`src/rv_isa_pkg.sv`:
```
`default_nettype none

package rv_isa_pkg;

    localparam int XLEN = 32;

    localparam logic [6:0] OPC_OP     = 7'b0110011;
    localparam logic [6:0] OPC_OP_IMM = 7'b0010011;
    localparam logic [6:0] OPC_LUI    = 7'b0110111;
    localparam logic [6:0] OPC_LOAD   = 7'b0000011;
    localparam logic [6:0] OPC_STORE  = 7'b0100011;
    localparam logic [6:0] OPC_JAL    = 7'b1101111;

    localparam logic [2:0] F3_ADD  = 3'b000;
    localparam logic [2:0] F3_SLT  = 3'b010;
    localparam logic [2:0] F3_WORD = 3'b010;
    localparam logic [2:0] F3_XOR  = 3'b100;
    localparam logic [2:0] F3_OR   = 3'b110;
    localparam logic [2:0] F3_AND  = 3'b111;
    localparam logic [6:0] F7_SUB  = 7'b0100000;

    // addi x0,x0,0
    localparam logic [XLEN-1:0] NOOP       = 32'h0000_0013;
    // jal x0,0 marks end of program
    localparam logic [XLEN-1:0] HALT_INSTR = 32'h0000_006f;

    // One word in R-type or I-type view
    typedef union packed {
        struct packed {
            logic [6:0] funct7;
            logic [4:0] rs2;
            logic [4:0] rs1;
            logic [2:0] funct3;
            logic [4:0] rd;
            logic [6:0] opcode;
        } r_fmt;
        struct packed {
            logic [11:0] imm12;
            logic [4:0]  rs1;
            logic [2:0]  funct3;
            logic [4:0]  rd;
            logic [6:0]  opcode;
        } i_fmt;
    } instr_word_t;

endpackage

`default_nettype wire
```
`src/fetch_stage.sv`:
```
`timescale 1ns/10ps
`default_nettype none

module fetch_stage #(
    parameter int IMEM_DEPTH = 64
) (
    input  logic                          clk,
    input  logic                          i_rst_n,
    input  logic                          i_imem_we,
    input  logic [$clog2(IMEM_DEPTH)-1:0] i_imem_addr,
    input  logic [rv_isa_pkg::XLEN-1:0]   i_imem_data,
    input  logic                          i_start,
    input  logic                          i_stall,
    output rv_isa_pkg::instr_word_t       o_instr,
    output logic [rv_isa_pkg::XLEN-1:0]   o_pc,
    output logic                          o_halt_seen
);
    import rv_isa_pkg::*;

    localparam int IADDR_W = $clog2(IMEM_DEPTH);

    logic [XLEN-1:0] imem [IMEM_DEPTH];
    logic [XLEN-1:0] pc;
    logic [XLEN-1:0] fetch_word;
    logic            running;

    assign fetch_word = imem[pc[IADDR_W+1:2]];

    // Program load only while idle
    always_ff @(posedge clk)
    begin
        if (i_imem_we && !running)
            imem[i_imem_addr] <= i_imem_data;
    end

    // Halted is running with o_halt_seen set
    always_ff @(posedge clk)
    begin
        if (!i_rst_n)
        begin
            running     <= 1'b0;
            o_halt_seen <= 1'b0;
            pc          <= '0;
            o_pc        <= '0;
            o_instr     <= NOOP;
        end
        else if (!running)
        begin
            running <= i_start;
        end
        else if (!i_stall && !o_halt_seen)
        begin
            o_instr <= fetch_word;
            o_pc    <= pc;
            pc      <= pc + XLEN'(4);
            if (fetch_word == HALT_INSTR)
                o_halt_seen <= 1'b1;
        end
    end

    imem_write_idle: assert property (@(posedge clk) disable iff (!i_rst_n)
        i_imem_we |-> !running);

endmodule

`default_nettype wire

```
`config.mk`:
```
export PLATFORM = sky130hd
export DESIGN_NAME = fetch_stage
export DESIGN_NICKNAME = d
export VERILOG_FILES = /design/src/rv_isa_pkg.sv /design/src/fetch_stage.sv
export SDC_FILE = /design/constraint.sdc
export NUM_CORES = 2
export LEC_CHECK = 0
export BUFFER_PORTS_ARGS = -buffer_cell sky130_fd_sc_hd__clkbuf_2
export CAP_MARGIN = 25
export CORE_MARGIN = 2
export CORE_UTILIZATION = 45
export DETAILED_ROUTE_END_ITERATION = 16
export PLACE_DENSITY_LB_ADDON = 0.12
export REMOVE_ABC_BUFFERS = 1
export SETUP_SLACK_MARGIN = 0.3
export SLEW_MARGIN = 20
export SYNTH_ARGS = -nofsm -noshare
export SYNTH_HDL_FRONTEND = slang
export SYNTH_SLANG_ARGS = --single-unit
```
`constraint.sdc`:
```
create_clock -name clk -period 4.3 [get_ports clk]
set_input_delay 0.215 -clock clk [delete_from_list [all_inputs] [get_ports clk]]
set_output_delay 0.215 -clock clk [all_outputs]
set_load 0.02 [all_outputs]
```
==> qor.txt <==
Critical Path End Type: flip-flop
clk_lat worst skew: 0.87 ns
peak supply drop: 0.318 mV
PortBufs: 105
Period Utilization, post-route: 91.7%
Leakage: 29.7 nW
RSZ-0062 raised after global routing: no
routed wire length: 241 mm
Reg clk slew, reported paths: 0.06 ns
row cnt: 157
DR top layer: met4
total grt overflow: 0
drt pass-1 iters: 5
TritonCTS clock tree: built
die width: 432 um
Met3 Wirelength: 17.4 mm
Avg WL per Cell: 34.8 um
CORE AREA: 183000 um^2
GRT Resource Usage Total: 25.9%
largest net degree at the start of global routing: 74
worst-path cell chain: buf_12, buf_12, buf_4, mux4_2, mux2i_1, mux4_2, a21o_1, nand4_1, or4_1, o41ai_2
Synth Instances: 3914
Layout area overhead: 16.0%
setup TNS: 0 ns
Finished Core Util: 52.4%
Die ar.: 187000 um^2
Hold Path Class: input port to flip-flop
fin crit period: 3.94 ns
detailed placer's ending HPWL: 134 mm
Slew @ Worst Pin: 1.02 ns
Finished Cell Area: 95800 um^2
reg2reg setup slack: 0.36 ns
Synth Cell Area: 82600 um^2
vias per cell: 6.09
Root Driver: clkbuf_16
Tot Pwr: 43.0 mW
Setup-failing EPs final: 0
share of synthesized registers carrying an async set or reset: 0%
Avg Cell Area, Syn: 21.1 um^2
vias post-DR: 42200
CTS Sinks: 2148
CTS HTree Levels: 4
final-stage net count: 4403
crit path DAT: 4.70 ns
CTS Buffer Depth: 3
Synth cell types: 72
Slew Viols, Final: 0
adder-cell share of the synthesized area: 0.0151%
global-route wire length before repair: 334 mm
Synth warnings: 0
xor/xnor share of the synthesized area: 0.265%
routed wl met2: 116 mm
Starting Density: 45.2%
Hold Vio Cnt, Final: 0
number of instances in the placed design: 6484
post-synthesis mux area share: 15.4%
largest family of logic cells by synthesized area: multiplexers
Worst Setup Start Kind: flip-flop
Slew headroom: 31.8%
#FFs+latches synth: 2148
post-route clock skew: 0.0350 ns
status: complete, no violations
CTS Buf Count: 218
drt drc: 0
Worst path top cell family by delay: multiplexers
Finished Layout Cells: 6925
Placer Congestion: 0.811
IO Pins: 108
PD cells: 449 nW/um^2
post-synthesis compound-gate area fraction: 2.82%
ys flop type: edfxtp_1
FMAX: 0.254 GHz
number of synthesized flops with an enable pin: 2048
initial antenna violation count: 7
CP peak stage delay: 0.53 ns
DR iter-0 viols: 5225
maximum fanout along the worst path: 15
Met1 Routed Length: 100 mm
highest-delay cell along the critical path: mux4_2
Seq/Total Area, Yosys: 76.9%
Post-DP Area: 88500 um^2
ANT nets after route: 0
Worst EP required: 5.06 ns
Die Y: 432 um
Simple-Gate Fraction of Synth Area: 3.04%
layout cell share with drive strength beyond 1: 28.4%
CP bufs+invs: 3
Max Cap Violations: 0
critical path class: flip-flop to flip-flop
vias in the first global route: 41800
-- sequential cells by signal (all words and copies together) (netlist names), named ones only --
name         count
o_pc            30
o_instr         32
pc              30
imem          2048
o_halt_seen      1
running          1
-- what timing repair did --
item / in CTS / in global routing
setup buffers: 1 / 4
gates cloned: 0 / 1
endpoints found under the hold margin: 823 / 113
hold buffers: 30 / 2
resized for setup: 1 / 4
endpoints found under the setup margin: 1 / 1
-- final cells by class --
type,count,area [um^2]
Inverter,3,16.3
Antenna cell,2,5.00
Clock inverter,100,842
Tap cell,2385,2980
Fill cell,14300,86900
Clock buffer,299,5970
Multi-Input combinational cell,1545,18300
Sequential cell,2148,63500
Timing Repair Buffer,443,4160
-- cell usage after synthesis, drive strengths merged (14+ instances only) --
| cell type | count | area (um^2) |
|---|---|---|
| a21oi | 48 | 240 |
| nand2 | 199 | 749 |
| o21ai | 41 | 205 |
| o22ai | 41 | 257 |
| nand3 | 38 | 190 |
| xnor2 | 21 | 184 |
| nor2b | 21 | 131 |
| edfxtp | 2048 | 61500 |
| a22oi | 34 | 255 |
| nand2b | 14 | 87.6 |
| a211oi | 17 | 128 |
| mux4 | 488 | 11000 |
| nor2 | 112 | 420 |
| nor3 | 25 | 130 |
| clkbuf | 82 | 308 |
| and2 | 53 | 332 |
| buf | 137 | 993 |
| a21boi | 41 | 308 |
| o221ai | 44 | 385 |
| mux2i | 160 | 1600 |
| dfxtp | 100 | 2000 |
-- kinds of logic (layout without fill, tap and decap cells) --
group                    after synthesis  count (layout)
multiplexers                         659             659
flip-flops                          2148            2148
AND/OR/NAND/NOR                      529             529
other                                  1               4
AO/OA/AOI/OAI                        329             329
XOR/XNOR                              25              25
buffers and inverters                222             845
adder cells (fa/ha/maj)                1               1
-- layer usage --
layer | vias up | track usage [%]
met5 | - | 0
met4 | 0 | 7.85
met3 | 330 | 3.61
met2 | 1761 | 41.6
met1 | 22900 | 37.0
li1 | 17200 | -
-- final timing paths --
kind,from,endpoint,cells past startpoint
hold / removal,i_imem_data[21],imem[37][21]$_DFFE_PP_,2
setup reg to reg,flip-flop,o_halt_seen$_SDFFE_PN0P_,10
hold reg to reg,o_pc[15]$_SDFFE_PN0P_,o_pc[15]$_SDFFE_PN0P_,2
setup / recovery,flip-flop,o_halt_seen$_SDFFE_PN0P_,10
-- layout by cell type (no fill, tap or decap), types with 6 or more instances in the layout --
cell           count
a211oi_1          17
a21boi_0          40
a21oi_1           48
a221oi_1           8
a22oi_1           34
a31oi_1            8
and2_1            53
and3_1            10
buf_12            74
buf_4            225
bufinv_16         13
clkbuf_1          66
clkbuf_16        224
clkbuf_2         101
clkbuf_8          10
clkinv_1          43
clkinv_2          32
dfxtp_1           94
dlygate4sd3_1     32
edfxtp_1        2048
mux2_2            10
mux2i_1          160
mux4_2           488
nand2_1          196
nand2b_1          13
nand3_1           38
nand4_1           13
nor2_1            49
nor2_4            62
nor2b_1           21
nor3_1            22
nor3b_1            7
nor4_1             7
o21ai_0           41
o221ai_1          44
o22ai_1           41
or3_1              8
or4_1              6
xnor2_1           21
-- through the flow --
step / setup WS [ns] / hold slack, ns
global placement: 0.286 / 0.433
CTS: 0.329 / 0.00301
global route: 0.337 / 0.0661
finish: 0.355 / 0.0470
detailed placement: 0.316 / 0.431
floorplan: -20.39 / 0.291
-- report_power, final --
part	switching [mW]	internal (mW)	total, mW
combinational	1.05	0.712	1.76
clock	7.87	10.4	18.3
sequential	0.0325	23.0	23.0
total	8.95	34.1	43.0
No activity file was read; power rests on OpenSTA's default activity.
