[config.mk]
export PLATFORM = sky130hd
export DESIGN_NAME = mem_wb_stage_flat
export DESIGN_NICKNAME = d
export VERILOG_FILES = /design/src/rv_isa_pkg.sv /design/src/pipe_if.sv /design/src/mem_wb_stage.sv /design/src/flat_wrapper.sv
export SDC_FILE = /design/constraint.sdc
export NUM_CORES = 2
export LEC_CHECK = 0
export ABC_AREA = 0
export ABC_CLOCK_PERIOD_IN_PS = 4600
export BUFFER_PORTS_ARGS = -buffer_cell sky130_fd_sc_hd__buf_2
export CORE_UTILIZATION = 60
export DETAILED_ROUTE_END_ITERATION = 10
export GPL_TIMING_DRIVEN = 1
export PLACE_DENSITY = 0.78
export SYNTH_ARGS = -nofsm -noshare
export SYNTH_HDL_FRONTEND = slang
export SYNTH_SLANG_ARGS = --single-unit
export TNS_END_PERCENT = 50
[constraint.sdc]
create_clock -name clk -period 4.6 [get_ports clk]
set_input_delay 0.46 -clock clk [delete_from_list [all_inputs] [get_ports clk]]
set_output_delay 0.46 -clock clk [all_outputs]
set_load 0.05 [all_outputs]
[src/rv_isa_pkg.sv]
`default_nettype none

package rv_isa_pkg;

    localparam int XLEN = 32;

    localparam logic [6:0] OPC_OP     = 7'b0110011;
    localparam logic [6:0] OPC_OP_IMM = 7'b0010011;
    localparam logic [6:0] OPC_LUI    = 7'b0110111;
    localparam logic [6:0] OPC_LOAD   = 7'b0000011;
    localparam logic [6:0] OPC_STORE  = 7'b0100011;
    localparam logic [6:0] OPC_JAL    = 7'b1101111;

    localparam logic [2:0] F3_ADD  = 3'b000;
    localparam logic [2:0] F3_SLT  = 3'b010;
    localparam logic [2:0] F3_WORD = 3'b010;
    localparam logic [2:0] F3_XOR  = 3'b100;
    localparam logic [2:0] F3_OR   = 3'b110;
    localparam logic [2:0] F3_AND  = 3'b111;
    localparam logic [6:0] F7_SUB  = 7'b0100000;

    // addi x0,x0,0
    localparam logic [XLEN-1:0] NOOP       = 32'h0000_0013;
    // jal x0,0 marks end of program
    localparam logic [XLEN-1:0] HALT_INSTR = 32'h0000_006f;

    // One word in R-type or I-type view
    typedef union packed {
        struct packed {
            logic [6:0] funct7;
            logic [4:0] rs2;
            logic [4:0] rs1;
            logic [2:0] funct3;
            logic [4:0] rd;
            logic [6:0] opcode;
        } r_fmt;
        struct packed {
            logic [11:0] imm12;
            logic [4:0]  rs1;
            logic [2:0]  funct3;
            logic [4:0]  rd;
            logic [6:0]  opcode;
        } i_fmt;
    } instr_word_t;

endpackage

`default_nettype wire
[src/pipe_if.sv]
`timescale 1ns/10ps
`default_nettype none


interface ex_mem_bus_if;
    import rv_isa_pkg::*;

    logic [XLEN-1:0] alu_result;
    logic [XLEN-1:0] store_data;
    logic [4:0]      rd;
    logic            mem_write;
    logic            mem_to_reg;
    logic            reg_write;

    modport producer (
        output alu_result, store_data, rd, mem_write, mem_to_reg, reg_write
    );

    modport consumer (
        input alu_result, store_data, rd, mem_write, mem_to_reg, reg_write
    );
endinterface

`default_nettype wire

[src/mem_wb_stage.sv]
`timescale 1ns/10ps
`default_nettype none

module mem_wb_stage #(
    parameter int DMEM_DEPTH = 64
) (
    input  logic                        clk,
    input  logic                        i_rst_n,
    ex_mem_bus_if.consumer              ex_mem,
    output logic                        o_wb_valid,
    output logic [4:0]                  o_wb_rd,
    output logic [rv_isa_pkg::XLEN-1:0] o_wb_data
);
    import rv_isa_pkg::*;

    localparam int DADDR_W = $clog2(DMEM_DEPTH);

    logic [XLEN-1:0]    dmem [DMEM_DEPTH];
    logic [DADDR_W-1:0] word_addr;
    logic [XLEN-1:0]    load_data;
    logic [XLEN-1:0]    wb_alu;
    logic [XLEN-1:0]    wb_load;
    logic               wb_mem_to_reg;
    logic               wb_reg_write;

    initial
    begin
        for (int i = 0; i < DMEM_DEPTH; i++)
            dmem[i] = '0;
    end

    // Word address drops the byte offset
    assign word_addr = ex_mem.alu_result[DADDR_W+1:2];
    assign load_data = dmem[word_addr];

    always_ff @(posedge clk)
    begin
        if (ex_mem.mem_write)
            dmem[word_addr] <= ex_mem.store_data;
    end

    // MEM/WB
    always_ff @(posedge clk)
    begin
        if (!i_rst_n)
        begin
            wb_mem_to_reg <= 1'b0;
            wb_reg_write  <= 1'b0;
        end
        else
        begin
            wb_mem_to_reg <= ex_mem.mem_to_reg;
            wb_reg_write  <= ex_mem.reg_write;
        end
        wb_alu  <= ex_mem.alu_result;
        wb_load <= load_data;
        o_wb_rd <= ex_mem.rd;
    end

    assign o_wb_valid = wb_reg_write && o_wb_rd != 5'd0;
    assign o_wb_data  = wb_mem_to_reg ? wb_load : wb_alu;

    dmem_in_range: assert property (@(posedge clk) disable iff (!i_rst_n)
        (ex_mem.mem_write || ex_mem.mem_to_reg) |->
            ex_mem.alu_result[XLEN-1:2] < (XLEN-2)'(DMEM_DEPTH));

endmodule

`default_nettype wire

[src/flat_wrapper.sv]
// flat-port wrapper written by rule: the top's interface ports become plain ports
module mem_wb_stage_flat import rv_isa_pkg::*;
#(
    parameter int DMEM_DEPTH = 64
)
  (clk, i_rst_n, o_wb_valid, o_wb_rd, o_wb_data, ex_mem_alu_result, ex_mem_store_data, ex_mem_rd, ex_mem_mem_write, ex_mem_mem_to_reg, ex_mem_reg_write);
  ex_mem_bus_if ex_mem_i ();
  input  logic clk;
  input  logic i_rst_n;
  output logic o_wb_valid;
  output logic [4:0] o_wb_rd;
  output logic [rv_isa_pkg::XLEN-1:0] o_wb_data;
  input wire logic [$bits(ex_mem_i.alu_result)-1:0] ex_mem_alu_result;
  input wire logic [$bits(ex_mem_i.store_data)-1:0] ex_mem_store_data;
  input wire logic [$bits(ex_mem_i.rd)-1:0] ex_mem_rd;
  input wire logic [$bits(ex_mem_i.mem_write)-1:0] ex_mem_mem_write;
  input wire logic [$bits(ex_mem_i.mem_to_reg)-1:0] ex_mem_mem_to_reg;
  input wire logic [$bits(ex_mem_i.reg_write)-1:0] ex_mem_reg_write;
  assign ex_mem_i.alu_result = ex_mem_alu_result;
  assign ex_mem_i.store_data = ex_mem_store_data;
  assign ex_mem_i.rd = ex_mem_rd;
  assign ex_mem_i.mem_write = ex_mem_mem_write;
  assign ex_mem_i.mem_to_reg = ex_mem_mem_to_reg;
  assign ex_mem_i.reg_write = ex_mem_reg_write;
  mem_wb_stage #(.DMEM_DEPTH(DMEM_DEPTH)) u_core (.clk(clk), .i_rst_n(i_rst_n), .ex_mem(ex_mem_i), .o_wb_valid(o_wb_valid), .o_wb_rd(o_wb_rd), .o_wb_data(o_wb_data));
endmodule
==> run_results.csv <==
group,metric,value,unit
sta,fin_crit_sh,71.9,%
sta,finalHoldViolations,0,
synthesis,synth_area_leaders,"edfxtp_1, a22oi_1, mux2i_1",
final_layout,nets,4755,
worst_setup_path,worst_setup_path_start_kind,"flop",
final_layout,largest_reg_flops,2048,
final_layout,fin_area,0.0897,mm^2
final_layout,final_cell_mix,"edfxtp_1, a22oi_1, mux2i_1",
floorplanning,die_w,366,um
sta,drv_slew,0,
synthesis,syn_nets,4567,
global_routing,gr-usage-met1,42.9,%
worst_setup_path,worst_ep_arrival_time,2.85,ns
final_layout,largest-register,"u_core.dmem",
final_layout,final_layout_size_suffix_gt1_share,15.3,%
pwr,totalPowerFinal,39500,uW
drt,via_per_inst,7.04,
final_layout,fill_cells,7899,
sta,worst_pin_slew,1.31,ns
sta,finalCriticalPeriod,3.31,ns
global_routing,grt_overflow_total,0,
placed_design,numPortBuffers,111,
drt,wl_per_cell,31.6,um
clock_network,clkSinkCount,2119,
sta,setup_viol,0,
status,status,"complete, but fails checks",
floorplanning,io_pins,112,
drt,vias,46600,
global_routing,grt_pass1_vias,44500,
worst_setup_path,end_kind,"output pin",
synthesis,synthCells,4493,
final_layout,largestRegisters,"u_core.dmem (2048), u_core.wb_alu (32), u_core.wb_load (32)",
clock_network,cts_tree,"built",
status,violations,"antenna violations",
placed_design,post-dp-hpwl,118,mm
synthesis,syn_area,0.0794,mm^2
global_routing,use_met3,6.90,%
floorplanning,die_h,366,um
sta,max_slew_margin,12.4,%
synthesis,synth_edf_count,2048,
synthesis,yosysWarnings,0,
worst_setup_path,crit_fanout,19,
pwr,pwr_density_cell,441,mW/mm^2
sta,skew,0.0257,ns
global_routing,grt_util_met2,47.1,%
clock_network,path_clk_slew,0.06,ns
synthesis,ys_seq_elements,2119,
synthesis,async_reset_ff_share,0,%
drt,dr.pass1.iters,6,
global_routing,grt_max_degree,117,
clock_network,postCtsSetupBuffers,0,
global_routing,grt_use_total,30.6,%
synthesis,synth_area_per_cell,17.7,um^2
worst_setup_path,r2r-start,"u_core.dmem[61][10]",
worst_setup_path,worstSetupPathType,"flop to output pin",
worst_setup_path,cp-startpoint,"u_core.wb_mem_to_reg",
worst_setup_path,crit_required,4.14,ns
pwr,p_leak,0.0288,uW
min_path,min-delay-start,"ex_mem_alu_result[9]",
drt,drc_errors,0,
final_layout,syn_to_final_growth,12.9,%
synthesis,synthFlopType,"edfxtp_1",
drt,drt_iter0_markers,7690,
drt,drt-total-wl,209,mm
synthesis,synthDominantCellAreaShare,77.5,%
final_layout,postLayoutCoreUtil,68.3,%
placed_design,place_area,0.0830,mm^2
synthesis,synth.distinct_cells,49,
min_path,holdCritPathClass,"input pin to flop",
job,maxCapViolCount,0,
clock_network,cts_htree_levels,4,
global_routing,antenna_found_initial,19,
global_routing,grt_pass1_wl,300,mm
clock_network,root_buffer,"clkbuf_16",
synthesis,synth_area_leader_cell,"edfxtp_1",
sta,rsz0062_at_grt,"no",
pwr,irDropWorstVdd,0.000438,V
clock_network,insertion_delay,0.84,ns
sta,max_freq,0.302,GHz
floorplanning,rows,133,
clock_network,cts_buffers,195,
floorplanning,fp.dieArea,0.134,mm^2
floorplanning,start_util,60.5,%
sta,setup_tns,0,ns
placed_design,dp.cells,6201,
final_layout,layout_commonest_cell,"edfxtp_1",
final_layout,fin_cells,6615,
floorplanning,coreArea,0.131,mm^2
synthesis,seq_area_frac_synth,79.3,%
placed_design,place.gp.congestion,0.904,
clock_network,clock_path_buffers,3,
drt,antenna_left,1,
global_routing,grt_busiest_layer,"met2",
## stage by stage
stage | worst slack (ns) | hold WS (ns)
6_report | 1.29 | 0.253
3_3_place_gp | 1.11 | 0.562
3_5_place_dp | 1.06 | 0.564
5_1_grt | 1.19 | 0.233
4_1_cts | 1.19 | 0.205
2_1_floorplan | 0.993 | 0.488
## repair_timing
item | CTS | global route
hold buffers | 38 | 0
resized for setup | 0 | 0
setup endpoints to repair | 0 | 0
hold endpoints to repair | 36 | 0
## where the power goes
part | total, uW | leakage (uW) | internal (uW) | switching, uW
sequential | 21500 | 0.0190 | 21300 | 111
combinational | 2140 | 0.00674 | 610 | 1530
clock | 15900 | 0.00306 | 8950 | 6960
## cell type report
| class | count | area [um^2] | share of cell area (%) |
|---|---|---|---|
| clock buffers | 267 | 5370 | 5.98 |
| clock inverters | 99 | 893 | 0.996 |
| inverters | 1 | 3.75 | 0.00419 |
| multi-input cells | 2040 | 15500 | 17.3 |
| repair buffers | 324 | 2770 | 3.09 |
| diodes | 10 | 25.0 | 0.0279 |
| well taps | 1755 | 2200 | 2.45 |
| flip-flops and latches | 2119 | 62900 | 70.2 |
## critical path, stage by stage (launching register included)
cell     delay, ns
dfxtp_2       0.96
buf_4         0.43
mux2_2        0.39
buf_2         0.22
## per-layer routing
metal	up-vias	share of wire [%]
li1	19000	-
met1	23200	36
met2	3867	47
met3	539	13
met4	10	4.1
met5	-	0.032
## Yosys cell counts, types with 2 or more instances
cell type	instances
edfxtp_1	2048
a22oi_1	334
mux2i_1	238
a21oi_1	212
a22o_1	184
o21ai_0	174
a221oi_1	168
nor2_1	138
clkbuf_1	137
buf_2	117
o22ai_1	109
nand2_1	86
dfxtp_1	71
mux2_2	55
buf_1	47
nor3_1	46
o221ai_1	34
a31oi_1	30
o211ai_1	28
mux4_2	20
nand3_1	20
buf_6	17
or4_1	17
a211oi_1	15
a21o_1	15
buf_4	15
or3_1	15
a2111o_1	14
a222oi_1	14
a2bb2oi_1	14
a221oi_2	11
nor2b_1	11
nand2b_1	7
and2_1	6
nor4_1	4
nor3b_1	3
o21ai_1	3
or2_2	3
nand4_1	2
nand4b_1	2
## logic make-up after synthesis
group,Yosys count,share of synthesized area (%)
AOI/OAI and AO/OA,1363,12.3
buffers and inverters,334,2.00
DFF,2119,79.3
muxes,313,4.35
and+or+nand+nor,364,2.11
## path summary, 6_finish.rpt
path | endpoint | slack [ns] | cells after the start
worst max-delay path | o_wb_data[3] | 1.29 | 3
worst min-delay path | u_core.wb_alu[9] | 0.25 | 2
worst max register to register | u_core.wb_load[10] | 2.13 | 5
worst min register to register | u_core.wb_load[30] | 0.63 | 3
Power figures use the tool's default switching activity.
