[config.mk]
export PLATFORM = sky130hd
export DESIGN_NAME = decode_stage_flat
export DESIGN_NICKNAME = d
export VERILOG_FILES = /design/src/pipe_pkg.sv /design/src/rv_isa_pkg.sv /design/src/pipe_if.sv /design/src/decode_stage.sv /design/src/flat_wrapper.sv
export SDC_FILE = /design/constraint.sdc
export NUM_CORES = 2
export LEC_CHECK = 0
export ABC_AREA = 1
export BUFFER_PORTS_ARGS = -buffer_cell sky130_fd_sc_hd__buf_2
export CORE_ASPECT_RATIO = 0.7
export CORE_MARGIN = 8
export CORE_UTILIZATION = 35
export DETAILED_ROUTE_END_ITERATION = 6
export MAX_ROUTING_LAYER = met4
export SLEW_MARGIN = 5
export SYNTH_ARGS = -nofsm -noshare
export SYNTH_HDL_FRONTEND = slang
export SYNTH_SLANG_ARGS = --single-unit
export TNS_END_PERCENT = 50
[constraint.sdc]
create_clock -name clk -period 2.8 [get_ports clk]
set_clock_uncertainty 0.15 [all_clocks]
set_input_delay 0.42 -clock clk [delete_from_list [all_inputs] [get_ports clk]]
set_output_delay 0.42 -clock clk [all_outputs]
set_load 0.01 [all_outputs]
[src/pipe_pkg.sv]
`default_nettype none

package pipe_pkg;

    localparam int ALU_OP_W = 3;

    localparam logic [ALU_OP_W-1:0] ALU_ADD    = 3'd0;
    localparam logic [ALU_OP_W-1:0] ALU_SUB    = 3'd1;
    localparam logic [ALU_OP_W-1:0] ALU_AND    = 3'd2;
    localparam logic [ALU_OP_W-1:0] ALU_OR     = 3'd3;
    localparam logic [ALU_OP_W-1:0] ALU_XOR    = 3'd4;
    localparam logic [ALU_OP_W-1:0] ALU_SLT    = 3'd5;
    localparam logic [ALU_OP_W-1:0] ALU_PASS_B = 3'd6;

    // Halt in decode until every older instruction has written back
    localparam int DRAIN_CYCLES = 3;

endpackage

`default_nettype wire

[src/rv_isa_pkg.sv]
`default_nettype none

package rv_isa_pkg;

    localparam int XLEN = 32;

    localparam logic [6:0] OPC_OP     = 7'b0110011;
    localparam logic [6:0] OPC_OP_IMM = 7'b0010011;
    localparam logic [6:0] OPC_LUI    = 7'b0110111;
    localparam logic [6:0] OPC_LOAD   = 7'b0000011;
    localparam logic [6:0] OPC_STORE  = 7'b0100011;
    localparam logic [6:0] OPC_JAL    = 7'b1101111;

    localparam logic [2:0] F3_ADD  = 3'b000;
    localparam logic [2:0] F3_SLT  = 3'b010;
    localparam logic [2:0] F3_WORD = 3'b010;
    localparam logic [2:0] F3_XOR  = 3'b100;
    localparam logic [2:0] F3_OR   = 3'b110;
    localparam logic [2:0] F3_AND  = 3'b111;
    localparam logic [6:0] F7_SUB  = 7'b0100000;

    // addi x0,x0,0
    localparam logic [XLEN-1:0] NOOP       = 32'h0000_0013;
    // jal x0,0 marks end of program
    localparam logic [XLEN-1:0] HALT_INSTR = 32'h0000_006f;

    // One word in R-type or I-type view
    typedef union packed {
        struct packed {
            logic [6:0] funct7;
            logic [4:0] rs2;
            logic [4:0] rs1;
            logic [2:0] funct3;
            logic [4:0] rd;
            logic [6:0] opcode;
        } r_fmt;
        struct packed {
            logic [11:0] imm12;
            logic [4:0]  rs1;
            logic [2:0]  funct3;
            logic [4:0]  rd;
            logic [6:0]  opcode;
        } i_fmt;
    } instr_word_t;

endpackage

`default_nettype wire
[src/pipe_if.sv]
`timescale 1ns/10ps
`default_nettype none

interface id_ex_bus_if;
    import rv_isa_pkg::*;
    import pipe_pkg::*;

    logic [XLEN-1:0]     rs1_data;
    logic [XLEN-1:0]     rs2_data;
    logic [XLEN-1:0]     imm;
    logic [4:0]          rs1;
    logic [4:0]          rs2;
    logic [4:0]          rd;
    logic [ALU_OP_W-1:0] alu_op;
    logic                alu_src;
    logic                mem_write;
    logic                mem_to_reg;
    logic                reg_write;

    modport producer (
        output rs1_data, rs2_data, imm, rs1, rs2, rd,
        output alu_op, alu_src, mem_write, mem_to_reg, reg_write
    );

    modport consumer (
        input rs1_data, rs2_data, imm, rs1, rs2, rd,
        input alu_op, alu_src, mem_write, mem_to_reg, reg_write
    );
endinterface


`default_nettype wire

[src/decode_stage.sv]
`timescale 1ns/10ps
`default_nettype none

module decode_stage (
    input  logic                        clk,
    input  logic                        i_rst_n,
    input  rv_isa_pkg::instr_word_t     i_instr,
    input  logic [rv_isa_pkg::XLEN-1:0] i_pc,
    input  logic                        i_halt_seen,
    input  logic                        i_wb_valid,
    input  logic [4:0]                  i_wb_rd,
    input  logic [rv_isa_pkg::XLEN-1:0] i_wb_data,
    output logic                        o_stall,
    output logic                        o_halted,
    id_ex_bus_if.producer               id_ex
);
    import rv_isa_pkg::*;
    import pipe_pkg::*;

    localparam int CNT_W = $clog2(DRAIN_CYCLES);

    logic [XLEN-1:0]     regs [32];
    logic [XLEN-1:0]     rs1_data;
    logic [XLEN-1:0]     rs2_data;
    logic [XLEN-1:0]     imm;
    logic [ALU_OP_W-1:0] alu_op;
    logic                alu_src;
    logic                mem_write;
    logic                mem_to_reg;
    logic                reg_write;
    logic                use_rs1;
    logic                use_rs2;
    logic [4:0]          rs1;
    logic [4:0]          rs2;
    logic [4:0]          rd;
    logic [CNT_W-1:0]    drain_cnt;

    function automatic logic [ALU_OP_W-1:0] f3_to_alu(input logic [2:0] funct3);
        case (funct3)
            F3_ADD:  return ALU_ADD;
            F3_XOR:  return ALU_XOR;
            F3_OR:   return ALU_OR;
            F3_AND:  return ALU_AND;
            F3_SLT:  return ALU_SLT;
            default: return ALU_ADD;
        endcase
    endfunction

    // Write-through so a same-cycle writeback is seen
    function automatic logic [XLEN-1:0] read_reg(input logic [4:0] idx);
        if (idx == 5'd0)
            return '0;
        if (i_wb_valid && i_wb_rd == idx)
            return i_wb_data;
        return regs[idx];
    endfunction

    always_comb
    begin
        alu_op     = ALU_ADD;
        alu_src    = 1'b0;
        imm        = '0;
        mem_write  = 1'b0;
        mem_to_reg = 1'b0;
        reg_write  = 1'b0;
        use_rs1    = 1'b0;
        use_rs2    = 1'b0;
        case (i_instr.r_fmt.opcode)
            OPC_OP:
            begin
                alu_op = f3_to_alu(i_instr.r_fmt.funct3);
                if (i_instr.r_fmt.funct3 == F3_ADD && i_instr.r_fmt.funct7 == F7_SUB)
                    alu_op = ALU_SUB;
                reg_write = 1'b1;
                use_rs1   = 1'b1;
                use_rs2   = 1'b1;
            end
            OPC_OP_IMM:
            begin
                alu_op    = f3_to_alu(i_instr.i_fmt.funct3);
                alu_src   = 1'b1;
                imm       = {{(XLEN-12){i_instr.i_fmt.imm12[11]}}, i_instr.i_fmt.imm12};
                reg_write = 1'b1;
                use_rs1   = 1'b1;
            end
            OPC_LUI:
            begin
                alu_op    = ALU_PASS_B;
                alu_src   = 1'b1;
                imm       = {i_instr.i_fmt.imm12, i_instr.i_fmt.rs1, i_instr.i_fmt.funct3,
                             12'b0};
                reg_write = 1'b1;
            end
            OPC_LOAD:
            begin
                if (i_instr.i_fmt.funct3 == F3_WORD)
                begin
                    alu_src    = 1'b1;
                    imm        = {{(XLEN-12){i_instr.i_fmt.imm12[11]}}, i_instr.i_fmt.imm12};
                    mem_to_reg = 1'b1;
                    reg_write  = 1'b1;
                    use_rs1    = 1'b1;
                end
            end
            OPC_STORE:
            begin
                if (i_instr.r_fmt.funct3 == F3_WORD)
                begin
                    alu_src   = 1'b1;
                    // S-type offset is split around rd
                    imm       = {{(XLEN-12){i_instr.r_fmt.funct7[6]}}, i_instr.r_fmt.funct7,
                                 i_instr.r_fmt.rd};
                    mem_write = 1'b1;
                    use_rs1   = 1'b1;
                    use_rs2   = 1'b1;
                end
            end
            // the halt word retires nothing
            OPC_JAL:
            begin
                reg_write = 1'b0;
            end
            default:
            begin
                reg_write = 1'b0;
            end
        endcase
    end

    assign rs1      = use_rs1 ? i_instr.r_fmt.rs1 : 5'd0;
    assign rs2      = use_rs2 ? i_instr.r_fmt.rs2 : 5'd0;
    assign rd       = reg_write ? i_instr.r_fmt.rd : 5'd0;
    assign rs1_data = read_reg(rs1);
    assign rs2_data = read_reg(rs2);

    // Load in EX feeding a source here
    assign o_stall = id_ex.mem_to_reg && id_ex.rd != 5'd0 &&
                     (rs1 == id_ex.rd || rs2 == id_ex.rd);

    always_ff @(posedge clk)
    begin
        if (!i_rst_n)
        begin
            for (int i = 0; i < 32; i++)
                regs[i] <= '0;
        end
        else if (i_wb_valid)
        begin
            regs[i_wb_rd] <= i_wb_data;
        end
    end

    // ID/EX register with bubble on stall
    always_ff @(posedge clk)
    begin
        if (!i_rst_n || o_stall)
        begin
            id_ex.alu_op     <= ALU_ADD;
            id_ex.alu_src    <= 1'b0;
            id_ex.mem_write  <= 1'b0;
            id_ex.mem_to_reg <= 1'b0;
            id_ex.reg_write  <= 1'b0;
        end
        else
        begin
            id_ex.alu_op     <= alu_op;
            id_ex.alu_src    <= alu_src;
            id_ex.mem_write  <= mem_write;
            id_ex.mem_to_reg <= mem_to_reg;
            id_ex.reg_write  <= reg_write;
        end
        id_ex.rs1_data <= rs1_data;
        id_ex.rs2_data <= rs2_data;
        id_ex.imm      <= imm;
        id_ex.rs1      <= rs1;
        id_ex.rs2      <= rs2;
        id_ex.rd       <= rd;
    end

    always_ff @(posedge clk)
    begin
        if (!i_rst_n)
        begin
            drain_cnt <= '0;
            o_halted  <= 1'b0;
        end
        else if (i_halt_seen && !o_halted)
        begin
            if (drain_cnt == CNT_W'(DRAIN_CYCLES - 1))
                o_halted <= 1'b1;
            else
                drain_cnt <= drain_cnt + 1'b1;
        end
    end

    x0_never_written: assert property (@(posedge clk) disable iff (!i_rst_n)
        regs[0] == '0);

    stall_single_cycle: assert property (@(posedge clk) disable iff (!i_rst_n)
        o_stall |=> !o_stall);

    // Instructions arrive in PC order with no gaps
    pc_in_order: assert property (@(posedge clk) disable iff (!i_rst_n)
        !$stable(i_pc) |-> i_pc == $past(i_pc) + XLEN'(4));

endmodule

`default_nettype wire

[src/flat_wrapper.sv]
// flat-port wrapper written by rule: the top's interface ports become plain ports
module decode_stage_flat import rv_isa_pkg::*; import pipe_pkg::*;
  (clk, i_rst_n, i_instr, i_pc, i_halt_seen, i_wb_valid, i_wb_rd, i_wb_data, o_stall, o_halted, id_ex_rs1_data, id_ex_rs2_data, id_ex_imm, id_ex_rs1, id_ex_rs2, id_ex_rd, id_ex_alu_op, id_ex_alu_src, id_ex_mem_write, id_ex_mem_to_reg, id_ex_reg_write);
  id_ex_bus_if id_ex_i ();
  input  logic clk;
  input  logic i_rst_n;
  input  rv_isa_pkg::instr_word_t i_instr;
  input  logic [rv_isa_pkg::XLEN-1:0] i_pc;
  input  logic i_halt_seen;
  input  logic i_wb_valid;
  input  logic [4:0] i_wb_rd;
  input  logic [rv_isa_pkg::XLEN-1:0] i_wb_data;
  output logic o_stall;
  output logic o_halted;
  output wire logic [$bits(id_ex_i.rs1_data)-1:0] id_ex_rs1_data;
  output wire logic [$bits(id_ex_i.rs2_data)-1:0] id_ex_rs2_data;
  output wire logic [$bits(id_ex_i.imm)-1:0] id_ex_imm;
  output wire logic [$bits(id_ex_i.rs1)-1:0] id_ex_rs1;
  output wire logic [$bits(id_ex_i.rs2)-1:0] id_ex_rs2;
  output wire logic [$bits(id_ex_i.rd)-1:0] id_ex_rd;
  output wire logic [$bits(id_ex_i.alu_op)-1:0] id_ex_alu_op;
  output wire logic [$bits(id_ex_i.alu_src)-1:0] id_ex_alu_src;
  output wire logic [$bits(id_ex_i.mem_write)-1:0] id_ex_mem_write;
  output wire logic [$bits(id_ex_i.mem_to_reg)-1:0] id_ex_mem_to_reg;
  output wire logic [$bits(id_ex_i.reg_write)-1:0] id_ex_reg_write;
  assign id_ex_rs1_data = id_ex_i.rs1_data;
  assign id_ex_rs2_data = id_ex_i.rs2_data;
  assign id_ex_imm = id_ex_i.imm;
  assign id_ex_rs1 = id_ex_i.rs1;
  assign id_ex_rs2 = id_ex_i.rs2;
  assign id_ex_rd = id_ex_i.rd;
  assign id_ex_alu_op = id_ex_i.alu_op;
  assign id_ex_alu_src = id_ex_i.alu_src;
  assign id_ex_mem_write = id_ex_i.mem_write;
  assign id_ex_mem_to_reg = id_ex_i.mem_to_reg;
  assign id_ex_reg_write = id_ex_i.reg_write;
  decode_stage u_core (.clk(clk), .i_rst_n(i_rst_n), .i_instr(i_instr), .i_pc(i_pc), .i_halt_seen(i_halt_seen), .i_wb_valid(i_wb_valid), .i_wb_rd(i_wb_rd), .i_wb_data(i_wb_data), .o_stall(o_stall), .o_halted(o_halted), .id_ex(id_ex_i));
endmodule
==> results.txt <==
- Area growth from synthesis to final layout: 20.3%
- TritonCTS sink count: 1145
- For this run the aggregate overflow at the end of global routing stands at 0.
- Mapped Avg Cell Area: 7.70 sq um
- Vias per cell: 5.75
- The tightest min-delay check is of the in -> reg type.
- IR drop worst, VDD: 0.574 mV
- Cell depth of the worst flop-to-flop path: 11
* Post-synth EDFFs: 1024
* Arrival @ worst endpoint: 2.22 ns
* Overall die area: 0.197 sq mm
- Hold violation count in the final report: 0
- DRC marker count from the first detailed-route iteration: 11285
- Layout filler cell count: 17819
- Final number of setup-violating endpoints: 0
* Via count of the first global-routing pass: 58877
- Of the total synthesized cell area, the portion taken by full adders, half adders and majority gates is 0.000196.
- Initial antenna violation count: 20
- Power density normalized to cell area: 513 mW/mm^2
- Transition at the pin with the smallest max-transition slack: 0.867 ns
- Worst-path maximum fanout: 6
* Total net switching power: 10200 uW
- Post-Syn Instances: 8315
* Die boundary height: 374 microns
- The H-tree was split into 3 levels.
- The register with the most flip-flops in the layout has 1024 of them.
- After floorplanning, the core was sized to cover 0.182 sq mm.
- The synthesized netlist occupies a cell area of 0.0640 sq mm.
- Sort of element at the start of the critical path: input pin
- At the end of the flow, the number of nets in the layout was 8721.
- Worst hold stages: 4
- In this run the tool buffered the top-level ports with 192 buffer cells.
- The routed layout has 63952 vias.
- When the netlist entered floorplanning its net count stood at 8421.
* Post-detail-place hpwl: 186000 microns
- For this run, the register share of the synthesized area comes to 0.518.
* Fraction of layout cells with a size suffix above 1: 0.127
- Clock-pin transition on the worst setup and hold timing paths: 0.07 ns
* Clock share of power: 0.404
- Total power draw: 39500 uW
* Worst Hold Path EP: u_core.id_ex.mem_write$_SDFF_PP0_
- Endpoint of the lowest-slack register-to-register path: u_core.id_ex.reg_write$_SDFF_PP0_
* Total I/O pin count: 225
- After detailed routing, the total wire length is 286000 microns.
- Among all flip-flop cells after synthesis, the most frequent one is sky130_fd_sc_hd__edfxtp_1.
- Final max-slew violation count: 0
- Clock latency reported for the late side of the worst-skew pair: 0.76 ns
* Placed cells: 10809
- Count of standard-cell rows: 131
- Based on the critical path, the design can be clocked at up to 358 MHz.
- Clock tree root driver cell: sky130_fd_sc_hd__clkbuf_16
- The first global-routing pass estimated 408000 microns of wire.
- TritonCTS clock tree: done
* Net switching fraction of the power: 0.258
- In this run the cell area measured after placement is 0.0721 sq mm.
* Total CTS buffers: 114
- After synthesis, the largest family of logic cells by area is simple AND/OR/NAND/NOR gates.
* RSZ-0062 raised after global routing: yes
- After synthesis, the share of cell area in mux cells is 0.
* Pre-CTS setup slack: -0.503 ns
- Failing checks: DRC
* Unique cell type count in the Yosys netlist: 39
- Dividing the detail-routed wire length by the instance count gives 25.7 microns.
- In this run the register-to-register setup slack is 0.63 ns.
* Startpoint of the most critical register-to-register path: u_core.id_ex.rd[4]$_SDFF_PN0_
- Measured against its own limit, the worst slew margin works out to 0.422.
- Across every metal layer, demand over resource in global routing totals 0.284.
- The worst path in the final design needs a cycle of 2.79 ns, including I/O delays and setup.
- Hold Startpoint: i_instr[5]
- Status: finished with violations
- Entering global routing, the biggest net connects 56 pins.
* Design area: 0.0770 sq mm
- Total leakage power: 0.0350 uW
- The die is 527 microns wide.
* Antenna-violating nets left: 0
- Critical setup path kind: in -> out
- Post-route DRC: 6
- The clock passes through at most 3 buffers.
- Worst hold margin: 0.0568 ns
- Dividing the final minimum period by the clock period gives 0.998.
* Crit path capture type: primary output
- Initial core utilization: 0.352
* Internal power: 29300 uW
- DRT Pass-1 Iters: 7
- At the worst endpoint, the required time is 2.23 ns.
- In this run, synthesis produced a sequential element count of 1145.
- The fraction of the mapped netlist area in compound gates is 0.0387.
* Part of the power in combinational logic: 0.098
* Cell Count, Final, Fillers Out: 11119
* Xor and xnor area share after synthesis: 0.00137
- Sequential cell fraction of total power: 0.498
* Synth warn: 0
- Most flops, register: u_core.regs
* Worst Slack Setup Final: 0.00654 ns
* Max-capacitance violation count: 0
* Simple-gate share of the synthesized area: 0.332
* Routability congestion estimate from global placement: 0.968
- Counting flops with an async set or reset pin after synthesis yields a share of 0.
how the worst max path moves through the flow:
stage	end	cells past startpoint	startpoint	slack (ns)
detailed placement	u_core.id_ex.rs1_data[23]$_SDFF_PN0_	17	i_instr[4]	-0.50
CTS	o_stall	17	i_instr[2]	0.006
finish	o_stall	15	i_instr[2]	0.007
floorplan	u_core.regs[17][0]$_SDFFCE_PN0P_	6	i_rst_n	-0.16
global placement	o_stall	16	i_instr[4]	-0.57
global route	o_stall	16	i_instr[4]	-0.05
logic make-up after synthesis:
logic type	count (synthesis)
and+or+nand+nor	4917
buffers and inverters	1775
DFF	1145
AOI/OAI and AO/OA	467
xor gates and xnor gates	10
adders and majority gates	1
routing by layer:
| metal | share of wire | track usage | wire length (microns) | up-vias |
|---|---|---|---|---|
| met3 | 0.16 | 0.0910 | 46600 | 895 |
| met4 | 0.051 | 0.126 | 14700 | 0 |
| li1 | - | - | - | 27689 |
| met2 | 0.39 | 0.377 | 112000 | 5377 |
| met1 | 0.39 | 0.392 | 112000 | 29991 |
| met5 | 0 | - | 0 | - |
timing repair:
item | 4_1_cts | 5_1_grt
pin swaps | 15 | 14
hold buffers | 55 | 0
buffers inserted | 25 | 8
resized for setup | 37 | 23
endpoints found under the hold margin | 98 | 0
gates cloned | 4 | 0
endpoints found under the setup margin | 1 | 8
layout make-up:
cell class / count / area [sq um] / area share
Sequential cell: 1145 / 33200 / 0.431
Multi-Input combinational cell: 5395 / 24200 / 0.314
Timing Repair Buffer: 886 / 8820 / 0.115
Inverter: 1073 / 4050 / 0.0526
Clock buffer: 150 / 3090 / 0.0401
Tap cell: 2394 / 3000 / 0.0389
Clock inverter: 59 / 621 / 0.00806
Antenna cell: 17 / 42.5 / 0.000552
per-stage QoR:
step                 util  setup TNS (ns)
finish              0.423               0
floorplan               -          -79.45
global placement    0.396          -24.84
detailed placement  0.396          -23.40
CTS                 0.422               0
global route        0.423         -0.0484
cell usage in the layout (no fill, tap or decap), drive strengths merged:
| master | netlist | layout |
|---|---|---|
| edfxtp | 1024 | 1024 |
| a211oi | 1 | 1 |
| inv | 1070 | 1068 |
| o21ai | 175 | 175 |
| nand3 | 2030 | 2030 |
| nor3 | 19 | 19 |
| a21oi | 235 | 235 |
| buf | 325 | 827 |
| nand3b | 27 | 27 |
| o21bai | 1 | 1 |
| nor4 | 2 | 2 |
| nor2 | 1130 | 1130 |
| dlygate4sd3 | 0 | 55 |
| o2111ai | 7 | 7 |
| nand4 | 5 | 5 |
| xor2 | 9 | 9 |
| ha | 1 | 1 |
| clkinvlp | 0 | 7 |
| dfxtp | 121 | 121 |
| a22oi | 1 | 1 |
| o21a | 1 | 1 |
| o22ai | 7 | 7 |
| clkinv | 3 | 45 |
| o31ai | 1 | 1 |
| bufinv | 0 | 12 |
| nand2 | 1702 | 1702 |
| bufbuf | 0 | 4 |
| o211ai | 38 | 38 |
| xnor2 | 1 | 1 |
| or2 | 2 | 2 |
| clkbuf | 377 | 150 |
| diode | 0 | 17 |
power by group through the flow:
stage	Combinational [uW]	Sequential, uW	Clock (uW)
after floorplan	2000	20000	0
after global placement	3610	20000	0
after detailed placement	3650	20000	0
after CTS	3750	19700	16000
after global routing	4130	19700	16700
final	3890	19700	16000
critical path: stages:
cell and delay (ns):
sky130_fd_sc_hd__buf_6 0.10, sky130_fd_sc_hd__inv_4 0.05, sky130_fd_sc_hd__nand2_4 0.06, sky130_fd_sc_hd__nor2_4 0.22, sky130_fd_sc_hd__buf_6 0.15, sky130_fd_sc_hd__nand2_4 0.06
sky130_fd_sc_hd__nand2_8 0.15, sky130_fd_sc_hd__buf_6 0.13, sky130_fd_sc_hd__nand2_2 0.13, sky130_fd_sc_hd__xor2_1 0.19, sky130_fd_sc_hd__nand4_1 0.15, sky130_fd_sc_hd__nand2_2 0.14
sky130_fd_sc_hd__nand2_4 0.07, sky130_fd_sc_hd__inv_2 0.07, sky130_fd_sc_hd__buf_6 0.10
cell usage after synthesis, types with 3 or more instances:
master	n	share of area
sky130_fd_sc_hd__buf_4	5	0.00059
sky130_fd_sc_hd__nand2_1	1689	0.099
sky130_fd_sc_hd__nand3b_1	27	0.0032
sky130_fd_sc_hd__nor2_1	1126	0.066
sky130_fd_sc_hd__clkbuf_1	376	0.022
sky130_fd_sc_hd__clkinv_1	3	0.00018
sky130_fd_sc_hd__nand4_1	4	0.00039
sky130_fd_sc_hd__inv_2	8	0.00047
sky130_fd_sc_hd__buf_2	263	0.021
sky130_fd_sc_hd__o21ai_0	63	0.0049
sky130_fd_sc_hd__o22ai_1	7	0.00068
sky130_fd_sc_hd__o21ai_1	112	0.0088
sky130_fd_sc_hd__nand2_2	11	0.0011
sky130_fd_sc_hd__nor2_4	3	0.00053
sky130_fd_sc_hd__a21oi_1	235	0.018
sky130_fd_sc_hd__xor2_1	9	0.0012
sky130_fd_sc_hd__o2111ai_1	7	0.00096
sky130_fd_sc_hd__buf_1	57	0.0033
sky130_fd_sc_hd__edfxtp_1	1024	0.48
sky130_fd_sc_hd__o211ai_1	38	0.0045
sky130_fd_sc_hd__nand3_1	2028	0.16
sky130_fd_sc_hd__inv_1	1062	0.062
sky130_fd_sc_hd__nor3_1	18	0.0014
sky130_fd_sc_hd__dfxtp_1	121	0.038
Note: power is estimated with default switching activity, not from simulation.
